## src/bp_config.svh

```systemverilog
`ifndef BP_CONFIG_SVH
`define BP_CONFIG_SVH

// Direct-mapped BTB size
`define BP_BTB_ENTRIES 16

// History length, also the PHT index width
`define BP_GHR_BITS 4

// In-flight predictions, power of two
`define BP_QUEUE_DEPTH 4

`endif

```

## src/bp_pkg.sv

```systemverilog
`default_nettype none

`include "bp_config.svh"

package bp_pkg;

    // RISC-V control-flow opcodes
    localparam logic [6:0] OP_BRANCH = 7'b1100011;
    localparam logic [6:0] OP_JAL    = 7'b1101111;
    localparam logic [6:0] OP_JALR   = 7'b1100111;

    // 2-bit saturating counter
    typedef logic [1:0] ctr_t;

    localparam ctr_t CTR_MAX         = 2'd3;
    localparam ctr_t CTR_MIN         = 2'd0;
    localparam ctr_t CTR_WEAK_TAKEN  = 2'd2;

    // One prediction waiting for its resolution
    typedef struct packed {
        logic [31:0]              pc;
        logic [6:0]               op;
        logic [`BP_GHR_BITS-1:0]  pht_idx;
        logic                     pred_taken;
        logic [31:0]              pred_target;
    } pred_rec_t;

endpackage

`default_nettype wire

```

## src/bp_predictor.sv

```systemverilog
`timescale 1ns/1ps
`default_nettype none

`include "bp_config.svh"

module bp_predictor (
    input  wire logic                    clk,
    input  wire logic                    reset_i,
    input  wire logic [31:0]             lookup_pc_i,
    output logic                         hit_taken_o,
    output logic [31:0]                  hit_target_o,
    output logic [`BP_GHR_BITS-1:0]      pht_idx_o,
    input  wire logic                    pht_we_i,
    input  wire logic                    pht_inc_i,
    input  wire logic [`BP_GHR_BITS-1:0] pht_widx_i,
    input  wire logic                    ghr_shift_i,
    input  wire logic                    ghr_bit_i,
    input  wire logic                    btb_we_i,
    input  wire logic [31:0]             btb_pc_i,
    input  wire logic [6:0]              btb_op_i,
    input  wire logic [31:0]             btb_target_i
);
    import bp_pkg::*;

    localparam int IW = $clog2(`BP_BTB_ENTRIES);
    localparam int PHT_SIZE = 1 << `BP_GHR_BITS;

    logic [31:0] btb_target [`BP_BTB_ENTRIES];
    logic [31:0] btb_tag    [`BP_BTB_ENTRIES];
    logic        btb_jump   [`BP_BTB_ENTRIES];
    logic        btb_branch [`BP_BTB_ENTRIES];
    logic        btb_valid  [`BP_BTB_ENTRIES];

    ctr_t                    pht [PHT_SIZE];
    logic [`BP_GHR_BITS-1:0] ghr;

    logic [IW-1:0] ridx;
    logic [IW-1:0] widx;
    logic          btb_hit;
    logic [31:0]   target_byp;

    assign ridx = lookup_pc_i[IW+1:2];
    assign widx = btb_pc_i[IW+1:2];

    // gshare index
    assign pht_idx_o = lookup_pc_i[`BP_GHR_BITS+1:2] ^ ghr;

    assign btb_hit = btb_valid[ridx] && (btb_tag[ridx] == lookup_pc_i);

    // Only the target is forwarded from a same-cycle write
    assign target_byp = (btb_we_i && widx == ridx) ? btb_target_i : btb_target[ridx];

    assign hit_taken_o = btb_hit &&
        (btb_jump[ridx] || (btb_branch[ridx] && pht[pht_idx_o][1]));
    assign hit_target_o = btb_hit ? target_byp : 32'b0;

    always_ff @(posedge clk) begin
        if (btb_we_i) begin
            btb_target[widx] <= btb_target_i;
            btb_tag[widx]    <= btb_pc_i;
            btb_jump[widx]   <= (btb_op_i == OP_JAL) || (btb_op_i == OP_JALR);
            btb_branch[widx] <= (btb_op_i == OP_BRANCH);
        end
    end

    always_ff @(posedge clk) begin
        if (reset_i) begin
            for (int i = 0; i < `BP_BTB_ENTRIES; i++) begin
                btb_valid[i] <= 1'b0;
            end
        end else if (btb_we_i) begin
            btb_valid[widx] <= 1'b1;
        end
    end

    // Counters saturate at both ends
    always_ff @(posedge clk) begin
        if (reset_i) begin
            for (int i = 0; i < PHT_SIZE; i++) begin
                pht[i] <= CTR_WEAK_TAKEN;
            end
        end else if (pht_we_i) begin
            if (pht_inc_i && pht[pht_widx_i] != CTR_MAX) begin
                pht[pht_widx_i] <= pht[pht_widx_i] + 2'd1;
            end else if (!pht_inc_i && pht[pht_widx_i] != CTR_MIN) begin
                pht[pht_widx_i] <= pht[pht_widx_i] - 2'd1;
            end
        end
    end

    always_ff @(posedge clk) begin
        if (reset_i) begin
            ghr <= '0;
        end else if (ghr_shift_i) begin
            ghr <= {ghr[`BP_GHR_BITS-2:0], ghr_bit_i};
        end
    end

endmodule

`default_nettype wire

```

## src/bp_lookup_stage.sv

```systemverilog
`timescale 1ns/1ps
`default_nettype none

`include "bp_config.svh"

module bp_lookup_stage (
    input  wire logic                    clk,
    input  wire logic                    reset_i,
    input  wire logic                    req_valid_i,
    input  wire logic [31:0]             req_pc_i,
    input  wire logic [6:0]              req_op_i,
    output logic                         req_ready_o,
    output logic [31:0]                  lookup_pc_o,
    input  wire logic                    hit_taken_i,
    input  wire logic [31:0]             hit_target_i,
    input  wire logic [`BP_GHR_BITS-1:0] pht_idx_i,
    input  wire logic                    full_i,
    output logic                         push_o,
    output bp_pkg::pred_rec_t            push_data_o,
    output logic                         pred_valid_o,
    output logic                         pred_taken_o,
    output logic [31:0]                  pred_target_o
);
    import bp_pkg::*;

    logic accept;

    assign req_ready_o = !full_i;
    assign accept      = req_valid_i && req_ready_o;
    assign lookup_pc_o = req_pc_i;

    // Record goes into the queue on the accepting edge
    assign push_o                  = accept;
    assign push_data_o.pc          = req_pc_i;
    assign push_data_o.op          = req_op_i;
    assign push_data_o.pht_idx     = pht_idx_i;
    assign push_data_o.pred_taken  = hit_taken_i;
    assign push_data_o.pred_target = hit_target_i;

    always_ff @(posedge clk) begin
        if (reset_i) begin
            pred_valid_o <= 1'b0;
        end else begin
            pred_valid_o <= accept;
        end
    end

    always_ff @(posedge clk) begin
        if (accept) begin
            pred_taken_o  <= hit_taken_i;
            pred_target_o <= hit_target_i;
        end
    end

endmodule

`default_nettype wire

```

## src/bp_pending_fifo.sv

```systemverilog
`timescale 1ns/1ps
`default_nettype none

`include "bp_config.svh"

module bp_pending_fifo #(
    parameter type T = logic [31:0]
) (
    input  wire logic clk,
    input  wire logic reset_i,
    input  wire logic push_i,
    input  wire T     push_data_i,
    output logic      full_o,
    input  wire logic pop_i,
    output T          pop_data_o,
    output logic      empty_o
);

    localparam int AW = $clog2(`BP_QUEUE_DEPTH);

    T mem [`BP_QUEUE_DEPTH];

    // Top bit marks the lap around the buffer
    logic [AW:0] wr_ptr;
    logic [AW:0] rd_ptr;

    assign empty_o = (wr_ptr == rd_ptr);
    assign full_o  = (wr_ptr[AW-1:0] == rd_ptr[AW-1:0]) && (wr_ptr[AW] != rd_ptr[AW]);

    assign pop_data_o = mem[rd_ptr[AW-1:0]];

    always_ff @(posedge clk) begin
        if (push_i) begin
            mem[wr_ptr[AW-1:0]] <= push_data_i;
        end
    end

    always_ff @(posedge clk) begin
        if (reset_i) begin
            wr_ptr <= '0;
            rd_ptr <= '0;
        end else begin
            if (push_i) begin
                wr_ptr <= wr_ptr + 1'b1;
            end
            if (pop_i) begin
                rd_ptr <= rd_ptr + 1'b1;
            end
        end
    end

endmodule

`default_nettype wire

```

## src/bp_update_unit.sv

```systemverilog
`timescale 1ns/1ps
`default_nettype none

`include "bp_config.svh"

module bp_update_unit (
    input  wire logic                clk,
    input  wire logic                reset_i,
    input  wire logic                res_valid_i,
    input  wire logic                res_taken_i,
    input  wire logic [31:0]         res_target_i,
    output logic                     res_ready_o,
    input  wire logic                empty_i,
    output logic                     pop_o,
    input  wire bp_pkg::pred_rec_t   pop_data_i,
    output logic                     pht_we_o,
    output logic                     pht_inc_o,
    output logic [`BP_GHR_BITS-1:0]  pht_widx_o,
    output logic                     ghr_shift_o,
    output logic                     ghr_bit_o,
    output logic                     btb_we_o,
    output logic [31:0]              btb_pc_o,
    output logic [6:0]               btb_op_o,
    output logic [31:0]              btb_target_o,
    output logic                     mispredict_o,
    output logic [31:0]              redirect_pc_o
);
    import bp_pkg::*;

    logic accept;
    logic is_branch;
    logic is_jump;
    logic wrong;

    assign res_ready_o = !empty_i;
    assign accept      = res_valid_i && res_ready_o;
    assign pop_o       = accept;

    assign is_branch = (pop_data_i.op == OP_BRANCH);
    assign is_jump   = (pop_data_i.op == OP_JAL) || (pop_data_i.op == OP_JALR);

    // Direction history is trained by conditional branches only
    assign pht_we_o    = accept && is_branch;
    assign pht_inc_o   = res_taken_i;
    assign pht_widx_o  = pop_data_i.pht_idx;
    assign ghr_shift_o = accept && is_branch;
    assign ghr_bit_o   = res_taken_i;

    assign btb_we_o     = accept && res_taken_i && (is_branch || is_jump);
    assign btb_pc_o     = pop_data_i.pc;
    assign btb_op_o     = pop_data_i.op;
    assign btb_target_o = res_target_i;

    assign wrong = (pop_data_i.pred_taken != res_taken_i) ||
                   (res_taken_i && pop_data_i.pred_target != res_target_i);

    always_ff @(posedge clk) begin
        if (reset_i) begin
            mispredict_o <= 1'b0;
        end else begin
            mispredict_o <= accept && wrong;
        end
    end

    always_ff @(posedge clk) begin
        if (accept) begin
            redirect_pc_o <= res_taken_i ? res_target_i : pop_data_i.pc + 32'd4;
        end
    end

endmodule

`default_nettype wire

```

## src/bp_top.sv

```systemverilog
`timescale 1ns/1ps
`default_nettype none

`include "bp_config.svh"

module bp_top (
    input  wire logic        clk,
    input  wire logic        reset_i,
    input  wire logic        req_valid_i,
    input  wire logic [31:0] req_pc_i,
    input  wire logic [6:0]  req_op_i,
    output logic             req_ready_o,
    output logic             pred_valid_o,
    output logic             pred_taken_o,
    output logic [31:0]      pred_target_o,
    input  wire logic        res_valid_i,
    input  wire logic        res_taken_i,
    input  wire logic [31:0] res_target_i,
    output logic             res_ready_o,
    output logic             mispredict_o,
    output logic [31:0]      redirect_pc_o
);
    import bp_pkg::*;

    logic [31:0]             lookup_pc;
    logic                    hit_taken;
    logic [31:0]             hit_target;
    logic [`BP_GHR_BITS-1:0] pht_idx;

    logic                    pht_we;
    logic                    pht_inc;
    logic [`BP_GHR_BITS-1:0] pht_widx;
    logic                    ghr_shift;
    logic                    ghr_bit;
    logic                    btb_we;
    logic [31:0]             btb_pc;
    logic [6:0]              btb_op;
    logic [31:0]             btb_target;

    logic      push;
    logic      pop;
    logic      full;
    logic      empty;
    pred_rec_t push_data;
    pred_rec_t pop_data;

    bp_predictor u_predictor (
        .clk          (clk),
        .reset_i      (reset_i),
        .lookup_pc_i  (lookup_pc),
        .hit_taken_o  (hit_taken),
        .hit_target_o (hit_target),
        .pht_idx_o    (pht_idx),
        .pht_we_i     (pht_we),
        .pht_inc_i    (pht_inc),
        .pht_widx_i   (pht_widx),
        .ghr_shift_i  (ghr_shift),
        .ghr_bit_i    (ghr_bit),
        .btb_we_i     (btb_we),
        .btb_pc_i     (btb_pc),
        .btb_op_i     (btb_op),
        .btb_target_i (btb_target)
    );

    bp_lookup_stage u_lookup (
        .clk           (clk),
        .reset_i       (reset_i),
        .req_valid_i   (req_valid_i),
        .req_pc_i      (req_pc_i),
        .req_op_i      (req_op_i),
        .req_ready_o   (req_ready_o),
        .lookup_pc_o   (lookup_pc),
        .hit_taken_i   (hit_taken),
        .hit_target_i  (hit_target),
        .pht_idx_i     (pht_idx),
        .full_i        (full),
        .push_o        (push),
        .push_data_o   (push_data),
        .pred_valid_o  (pred_valid_o),
        .pred_taken_o  (pred_taken_o),
        .pred_target_o (pred_target_o)
    );

    bp_pending_fifo #(
        .T (pred_rec_t)
    ) u_fifo (
        .clk         (clk),
        .reset_i     (reset_i),
        .push_i      (push),
        .push_data_i (push_data),
        .full_o      (full),
        .pop_i       (pop),
        .pop_data_o  (pop_data),
        .empty_o     (empty)
    );

    bp_update_unit u_update (
        .clk           (clk),
        .reset_i       (reset_i),
        .res_valid_i   (res_valid_i),
        .res_taken_i   (res_taken_i),
        .res_target_i  (res_target_i),
        .res_ready_o   (res_ready_o),
        .empty_i       (empty),
        .pop_o         (pop),
        .pop_data_i    (pop_data),
        .pht_we_o      (pht_we),
        .pht_inc_o     (pht_inc),
        .pht_widx_o    (pht_widx),
        .ghr_shift_o   (ghr_shift),
        .ghr_bit_o     (ghr_bit),
        .btb_we_o      (btb_we),
        .btb_pc_o      (btb_pc),
        .btb_op_o      (btb_op),
        .btb_target_o  (btb_target),
        .mispredict_o  (mispredict_o),
        .redirect_pc_o (redirect_pc_o)
    );

endmodule

`default_nettype wire

```

## config.mk

```make
export PLATFORM = sky130hd
export DESIGN_NAME = bp_top
export DESIGN_NICKNAME = d
export VERILOG_FILES = /design/src/bp_pkg.sv /design/src/bp_predictor.sv /design/src/bp_lookup_stage.sv /design/src/bp_pending_fifo.sv /design/src/bp_update_unit.sv /design/src/bp_top.sv
export VERILOG_INCLUDE_DIRS = /design/src
export SDC_FILE = /design/constraint.sdc
export NUM_CORES = 1
export LEC_CHECK = 0
export BUFFER_PORTS_ARGS = -buffer_cell sky130_fd_sc_hd__buf_2
export CORE_MARGIN = 4
export CORE_UTILIZATION = 49
export CTS_BUF_LIST = sky130_fd_sc_hd__clkbuf_8
export DETAILED_ROUTE_END_ITERATION = 10
export GPL_TIMING_DRIVEN = 0
export HOLD_SLACK_MARGIN = 0.15
export PLACE_DENSITY = 0.76
export REMOVE_ABC_BUFFERS = 1
export SLEW_MARGIN = 20
export SYNTH_ARGS = -nofsm -noshare
export SYNTH_HDL_FRONTEND = slang
export SYNTH_HIERARCHICAL = 1
export SYNTH_SLANG_ARGS = --single-unit
```

## constraint.sdc

```tcl
create_clock -name clk -period 16.6 [get_ports clk]
set_input_delay 4.15 -clock clk [delete_from_list [all_inputs] [get_ports clk]]
set_output_delay 4.15 -clock clk [all_outputs]
set_load 0.005 [all_outputs]
```

## After elaboration in Yosys (flattened, before gate mapping)

Memory sizes are Yosys's and may differ from the RTL's. A register that Yosys moved wholly into a read port is not among the register bits.
Cells that the tools add are included.

| word-level totals | value |
|---|---|
| RAM bits | 1408 |
| word-level logic and storage cells | 86 |
| memories kept | 7 |
| bits of input ports | 76 |
| register bits | 77 |
| output and inout port bits | 69 |

| operators by class | value |
|---|---|
| bitwise operators | 2 |
| mux-type cells | 29 |
| eq/ne operators | 11 |
| reduce and logical (&&, ||, !) cells | 24 |
| add/sub/neg operators | 5 |

Memories:

| memory | words | width | read ports | clocked after memory_dff | write ports | line | source |
|---|---|---|---|---|---|---|---|
| u_predictor.btb_tag | 16 | 32 | 1 | 0 | 1 | bp_predictor.sv:29 | `` logic [31:0] btb_tag [`BP_BTB_ENTRIES]; `` |
| u_predictor.btb_target | 16 | 32 | 1 | 0 | 1 | bp_predictor.sv:28 | `` logic [31:0] btb_target [`BP_BTB_ENTRIES]; `` |
| u_fifo.mem | 4 | 76 | 1 | 1 | 1 | bp_pending_fifo.sv:21 | `` T mem [`BP_QUEUE_DEPTH]; `` |
| u_predictor.pht | 16 | 2 | 2 | 0 | 16 | bp_predictor.sv:34 | `ctr_t pht [PHT_SIZE];` |
| u_predictor.btb_branch | 16 | 1 | 1 | 0 | 1 | bp_predictor.sv:31 | `` logic btb_branch [`BP_BTB_ENTRIES]; `` |
| u_predictor.btb_jump | 16 | 1 | 1 | 0 | 1 | bp_predictor.sv:30 | `` logic btb_jump [`BP_BTB_ENTRIES]; `` |
| 1 more memories | n/a | n/a | n/a | n/a | n/a | n/a |  |

Operator list:

| operator | number |
|---|---|
| two-way mux 32 bit | 3 |
| adder 32 x 3 -> 32 bit, second input constant | 1 |
| equality test 32 bit | 1 |
| inequality test 32 bit | 1 |
| equality test 7 bit, second input constant | 3 |
| two-way mux 1 bit | 20 |
| logical AND 1 bit | 14 |
| two-way mux 2 bit | 4 |
| two-way mux 4 bit | 2 |
| adder 3 x 1 -> 3 bit, second input constant | 2 |
| equality test 4 bit | 1 |
| logical OR 1 bit | 4 |
| XOR 4 bit | 1 |
| equality test 3 bit | 1 |
| logical NOT 1 bit | 3 |
| adder 2 x 1 -> 2 bit, second input constant | 1 |
| equality test 2 bit | 1 |
| inequality test 1 bit | 2 |
| inequality test 2 bit, second input constant | 1 |
| nonzero test 2 bit | 1 |
| OR reduction 2 bit | 1 |
| subtractor 2 x 1 -> 2 bit, second input constant | 1 |
| bitwise OR 1 bit | 1 |
| OR reduction 1 bit | 1 |

## Depth between registers and ports, before layout

Gate-level depths: netlist of the first run.
An unclocked memory read counts as a cell.

| depth | value |
|---|---|
| depth in word-level cells | 11 |
| mapped depth | 15 |
| gate-level depth less buffers | 11 |

## By module

Netlist of the first run, hierarchy kept.

By module, submodules not included:

| module | cells each | times used | area an instance (um2) | seq. area each (um2) |
|---|---|---|---|---|
| bp_predictor | 2080 | 1 | 44034.7 | 33071.7 |
| bp_pending_fifo | 437 | 1 | 11409.7 | 9288.9 |
| bp_update_unit | 309 | 1 | 2866.5 | 980.9 |
| bp_lookup_stage | 145 | 1 | 1844.3 | 1011.0 |

## Least setup slack after synthesis of the first run

No wires, ideal clock.

| path | value |
|---|---|
| path type | input-to-reg |
| start point | input res_valid_i |
| end point | memory u_predictor.btb_branch[0], enable pin |
| stages | 5 |
| data arrival time | 11.414 ns |
| slack | 4.613 ns |
| library setup time | 0.573 ns |
| data required time | 16.027 ns |
| buffers on the path | 0 |
| cells stage by stage | nor2b_1 -> nand3_1 -> nor2_1 -> or3b_2 -> nor3_1 |

| on the way | value |
|---|---|
| cells in the longest elaborated chain, start to end | 5 |

Ends and longest elaborated chain:

| element | line | source |
|---|---|---|
| start: declaration | bp_top.sv:16 | `input wire logic res_valid_i,` |
| logical AND 1 bit | bp_update_unit.sv:36 | `assign accept = res_valid_i && res_ready_o;` |
| logical AND 1 bit (2 in series) | bp_update_unit.sv:49 | `assign btb_we_o = accept && res_taken_i && (is_branch \|\| is_jump);` |
| named net btb_we | bp_top.sv:35 | `logic btb_we;` |
| two-way mux 1 bit | bp_predictor.sv:58 | `if (btb_we_i) begin` |
| two-way mux 1 bit (implied by the code) | bp_predictor.sv:62 | `btb_branch[widx] <= (btb_op_i == OP_BRANCH);` |
| end: declaration | bp_predictor.sv:31 |  |

The timed path passes the listed nets, and every way through them passes these cells.

## Worst setup path after layout of the first run

| path | value |
|---|---|
| start point | input req_pc_i[2] |
| end point | memory u_fifo/mem[0][16] in the netlist's numbering, data pin |

| on the way | value |
|---|---|
| cells in the longest elaborated chain, start to end | 4 |
| elaborated cells on any way between the ends | 9 |
| classes of those cells | eq/ne (2); mux (2); reduce/logical (2); memory (3) |

Ends and longest elaborated chain:

| element | line | source |
|---|---|---|
| start: declaration | bp_top.sv:10 | `input wire logic [31:0] req_pc_i,` |
| memory (16 x 32 bit) / equality test 4 bit (equally long branches) | n/a |  |
| equality test 32 bit / logical AND 1 bit (equally long branches) | bp_predictor.sv:48, bp_predictor.sv:51 |  |
| logical AND 1 bit / two-way mux 32 bit (equally long branches) | bp_predictor.sv:48, bp_predictor.sv:51 |  |
| two-way mux 32 bit * | bp_predictor.sv:55 | `assign hit_target_o = btb_hit ? target_byp : 32'b0;` |
| named net hit_target[16] | bp_top.sv:27 | `logic [31:0] hit_target;` |
| end: declaration | bp_pending_fifo.sv:21 |  |

Mark *: on every way through the listed nets, which the timed path passes. The rest lies on a longest branch.

==> impl_metrics.yaml, run 1 <==
sta:
  fin_skew_ps: 58.6
  slew_violations: 0
  period_needed_ps: 8130
  tightest_slew_ps: 1200
  rsz0062_at_grt: "false"
  slew_headroom_pct: 19.3
  hold_violations: 0
  fmax_mhz: 123
  setup_slack_ps: 8470
  whs_ps: 478
  setup_viol: 0
  timing.final.crit_share_pct: 49.0
synthesis:
  synth_ff_type: "edfxtp_1"
  syn-instance-count: 2971
  yosysUniqueCellTypes: 75
  yosys-top-cells-count: "1457 x edfxtp_1, 352 x mux4_2, 206 x buf_4"
  synth_area_um2: 60200
  synth-seq-cells: 1487
  post-synth-top-count-cell: "edfxtp_1"
  synthArstFlopShare_pct: 0
  synth.avg_cell_area_um2: 20.2
  ys_seq_area_share_pct: 73.7
  synth-edff-count: 1457
  yosys_warnings: 6
  ys_top_cells_by_area: "edfxtp_1 73%, mux4_2 13%, buf_4 2.6%"
  synth_top_area_cell: "edfxtp_1"
  netlist.area_leader.share_pct: 72.7
cells_and_area:
  fillers: 8659
  drive_above_1_share_pct: 30.6
  multi_input_area_um2: 13600
  fin_area_um2: 67700
  seqCellArea_um2: 44400
  fin_cells: 4973
  nNetsFinal: 3241
  syn_to_final_growth_pct: 12.5
  final_util_pct: 55.5
detailed_routing:
  wl_mm: 146
  detail_route.first_pass.iterations: 6
  num_vias: 30700
  avgViaCountPerCell: 6.17
  routedWlPerCell_um: 29.3
  ant_nets: 0
  drc: 0
  first_iter_violations: 4298
worst_setup_path:
  startpoint_type: "primary input"
  end_kind: "flop"
  crit_type: "primary input to flop"
  path_cells: "buf_8, buf_16, buf_16, mux4_2, mux2i_1, o21ai_0, o41ai_1, nand4_1, buf_6, nor4_1"
  cpPeakStageDelay_ps: 970
  path_max_fanout: 53
  cp_slowest_cell: "nor4_1"
  cp-startpoint: "req_pc_i[2]"
  critPathMostFrequentCell: "buf_16"
  required_ps: 17100
  cp_data_arrival_time_ps: 8640
die:
  core_area_um2: 122000
  die_x_um: 358
  rows: 128
  die-height_um: 358
  start_util_pct: 49.4
  dieArea_um2: 128000
  pin_count: 145
run:
  maxCapViolations: 0
clocking:
  clkTransAtPathRegs_ps: 60
  clock_latency_ps: 930
  postCtsHoldBufs: 0
  tritoncts: "built"
  h-tree-depth: 4
  cts-root-buf: "clkbuf_8"
  cts_buffers: 216
  cts.sinks: 1487
  cts_post_setup_buffers_inserted: 0
  clock_path_buffers: 3
  ctsResizeCount: 0
placement:
  post_dp_cell_area_um2: 63500
  post-dp-hpwl_mm: 94.9
  port_buffers: 144
  place_ws_ps: 7570
  routabilityCongestion: 0.792
  dp.cells: 4566
grt:
  grt_pass1_vias: 30700
  grt_first_pass_wirelength_mm: 212
  grt_max_degree: 80
  grt_usage_pct: 22.8
  grt_overflow_total: 0
  antenna_found_initial: 22
min_path:
  min_from: "u_predictor/btb_valid[13]"
  min_path_type: "flop to flop"
power_and_ir_drop:
  power.static_leakage_nw: 22.0
  irDropWorstVdd_mv: 0.0852
  powerDensity_nw_per_um2: 117
run_status:
  status: "finished, final reports clean"
-- critical path: cells and delay by family --
family,cells,cell delay (ps)
AOI/OAI and AO/OA,2,860
and+or+nand+nor,2,1440
muxes,2,770
buffers and inverters,4,1280
-- cell usage in the layout, fill, tap and decap left out, types with 34 or more instances in the layout --
cell,instances
buf_16,49
inv_1,81
buf_2,144
nand2_1,81
edfxtp_1,1457
xor2_1,75
nand3_1,34
mux2_2,40
mux2i_1,101
nor4_1,42
buf_4,40
nor2_1,79
clkinv_1,53
clkbuf_8,223
nand4_1,49
mux4_2,352
-- logic make-up after synthesis --
logic type | count (synthesis) | share of synthesized area (%)
flops | 1487 | 73.7
mux | 497 | 15.7
simple gates | 394 | 3.44
buf+inv | 344 | 3.90
compound gates | 140 | 1.62
xor+xnor | 103 | 1.50
fa+ha+maj | 6 | 0.125
-- final timing paths --
kind,cells past startpoint,slack [ps],end
hold reg to reg,2,480,u_predictor/btb_valid[13]
setup reg to reg,12,11310,u_fifo/mem[0][16]
hold / removal,2,480,u_predictor/btb_valid[13]
setup / recovery,10,8470,u_fifo/mem[0][16]
-- metal layers --
metal  global-route usage [%]  part of all wire, %  vias to the layer above
li1                         -                    -                    12400
met1                     31.3                   37                    15900
met2                     35.9                   48                     2018
met3                     6.19                   12                      332
met4                     7.45                  2.9                       16
met5                        0                0.068                        -
-- metrics by stage --
step,power [mW],TNS (ps)
floorplan,4.83,0
global placement,5.21,-1820360
global route,8.22,0
CTS,7.98,0
finish,7.94,0
detailed placement,5.22,0
-- power breakdown --
| group | switching [mW] | total, mW | internal (mW) |
|---|---|---|---|
| combinational | 0.522 | 0.815 | 0.292 |
| clock | 1.39 | 2.80 | 1.41 |
| sequential | 0.0448 | 4.33 | 4.28 |
| total | 1.96 | 7.94 | 5.98 |
-- registers in the layout, indices dropped and copies added, names as in the netlist, named ones only --
register                flops
u_predictor/btb_tag       512
u_predictor/btb_target    512
u_fifo/mem                304
u_lookup/pred_target_o     32
u_predictor/pht            32
u_update/redirect_pc_o     32
u_predictor/btb_branch     16
u_predictor/btb_jump       16
u_predictor/btb_valid      16
u_predictor/ghr             4
u_fifo/rd_ptr               3
u_fifo/wr_ptr               3
u_lookup/pred_taken_o       1
u_lookup/pred_valid_o       1
u_update/mispredict_o       1
-- area by class of cell --
cell class / instances / share of cell area, %
tap: 1625 / 3.00
timing repair buffer: 301 / 5.07
clock buffer: 223 / 4.53
multi-input combinational: 1140 / 20.1
clock inverter: 179 / 1.62
sequential: 1487 / 65.5
inverter: 13 / 0.0795
antenna: 5 / 0.0185
Note: power is estimated with default switching activity, not from simulation.
==> run 2, diff against run 1 <==
==> constraint.sdc (replaced) <==
create_clock -name clk -period 7.5 [get_ports clk]
set_input_delay 1.875 -clock clk [delete_from_list [all_inputs] [get_ports clk]]
set_output_delay 1.875 -clock clk [all_outputs]
set_load 0.005 [all_outputs]
==> impl_metrics.yaml, run 2 (same netlist as run 1, synthesis figures left out) <==
cells_and_area:
  fin_area_um2: 67700
  multi_input_area_um2: 13600
  syn_to_final_growth_pct: 12.5
  seqCellArea_um2: 44400
  final_common_cell: "edfxtp_1"
  layout_common_cells: "1457 x edfxtp_1, 352 x mux4_2, 223 x clkbuf_8"
  fillers: 8661
  nNetsFinal: 3241
  drive_above_1_share_pct: 30.6
  final_util_pct: 55.5
min_path:
  hold_depth: 2
  min_path_type: "flop to flop"
  holdPathEnd: "u_predictor/btb_valid[4]"
  min_from: "u_predictor/btb_valid[4]"
worst_setup_path:
  end_kind: "flop"
  worstRegToRegCells: 12
  cp_data_arrival_time_ps: 6350
  r2r_setup_slack_ps: 2200
  required_ps: 8000
  path_max_fanout: 53
  crit_type: "primary input to flop"
  r2r_end: "u_fifo/mem[0][16]"
  startpoint_type: "primary input"
sta:
  slew_violations: 0
  fmax_mhz: 171
  setup_viol: 0
  rsz0062_at_grt: "false"
  fin_skew_ps: 69.3
  setup_slack_ps: 1650
  tightest_slew_ps: 1170
  timing.final.crit_share_pct: 78.1
  slew_headroom_pct: 21.2
  period_needed_ps: 5850
  tns_ps: 0
  whs_ps: 480
  hold_violations: 0
clocking:
  tritoncts: "built"
  clock_path_buffers: 3
  cts_buffers: 216
  ctsResizeCount: 0
  clock_latency_ps: 930
  cts-root-buf: "clkbuf_8"
  cts.sinks: 1487
  h-tree-depth: 4
  clkTransAtPathRegs_ps: 60
  postCtsHoldBufs: 0
  cts_post_setup_buffers_inserted: 0
placement:
  port_buffers: 144
  routabilityCongestion: 0.792
  place_ws_ps: 747
  post-dp-hpwl_mm: 94.9
  post_dp_cell_area_um2: 63500
detailed_routing:
  routedWlPerCell_um: 29.3
  drc: 0
  first_iter_violations: 4329
  ant_nets: 0
  wl_mm: 145
  avgViaCountPerCell: 6.16
  num_vias: 30600
  detail_route.first_pass.iterations: 6
run_status:
  status: "finished, final reports clean"
die:
  dieArea_um2: 128000
  die-height_um: 358
  core_area_um2: 122000
  die_x_um: 358
  rows: 128
  pin_count: 145
  start_util_pct: 49.4
grt:
  grt_pass1_vias: 30700
  grt_max_degree: 80
  grt_first_pass_wirelength_mm: 212
  antenna_found_initial: 22
  grt_overflow_total: 0
  grt_usage_pct: 22.8
power_and_ir_drop:
  powerDensity_nw_per_um2: 260
  irDropWorstVdd_mv: 0.189
  power.static_leakage_nw: 22.0
run:
  maxCapViolations: 0
run 2: cell types whose count changed in the layout (fill, tap and decap cells not counted):
cell     change
diode_2      -2
run 2: power by group:
part / leakage [nW] / total (mW) / switching [mW] / internal (mW)
combinational: 6.11 / 1.80 / 1.15 / 0.647
clock: 2.40 / 6.18 / 3.07 / 3.11
sequential: 13.5 / 9.58 / 0.0994 / 9.48
total: 22.0 / 17.6 / 4.33 / 13.2
run 2: through the flow:
step | std cells | power, mW
final | 4971 | 17.6
after global routing | 4969 | 18.2
after CTS | 4968 | 17.7
after detailed placement | 4566 | 11.5
after global placement | 4409 | 11.5
after floorplan | 2640 | 10.7
run 2: how the worst max path moves through the flow:
stage,startpoint,to,slack (ps),cells past startpoint
after floorplan,flop,u_predictor/btb_branch[0],-2640,6
after CTS,req_pc_i[2],u_fifo/mem[3][20],1750,11
after detailed placement,req_pc_i[2],u_lookup/pred_target_o[20],750,11
after global routing,req_pc_i[2],u_fifo/mem[1][3],1470,11
final,req_pc_i[2],u_fifo/mem[0][16],1650,10
after global placement,flop,u_predictor/btb_target[0][26],-12110,6
run 2: critical path, stage by stage:
cell and delay [ps]:
buf_8 260, buf_16 380, buf_16 320, mux4_2 550
mux2i_1 220, o21ai_0 110, o41ai_1 790, nand4_1 450
buf_6 300, nor4_1 950
run 2: layout make-up:
cell class                      count  area share [%]
Antenna cell                        3          0.0111
Clock buffer                      223            4.53
Clock inverter                    179            1.62
Inverter                           13          0.0795
Multi-Input combinational cell   1140            20.1
Sequential cell                  1487            65.5
Tap cell                         1625            3.00
Timing Repair Buffer              301            5.07
run 2: per-layer routing:
layer / part of all wire, % / vias up / GRT usage, %
met5: 0.069 / - / 0
met4: 3.0 / 16 / 7.49
met3: 12 / 325 / 6.26
met2: 48 / 1943 / 35.8
met1: 37 / 16000 / 31.3
li1: - / 12400 / -
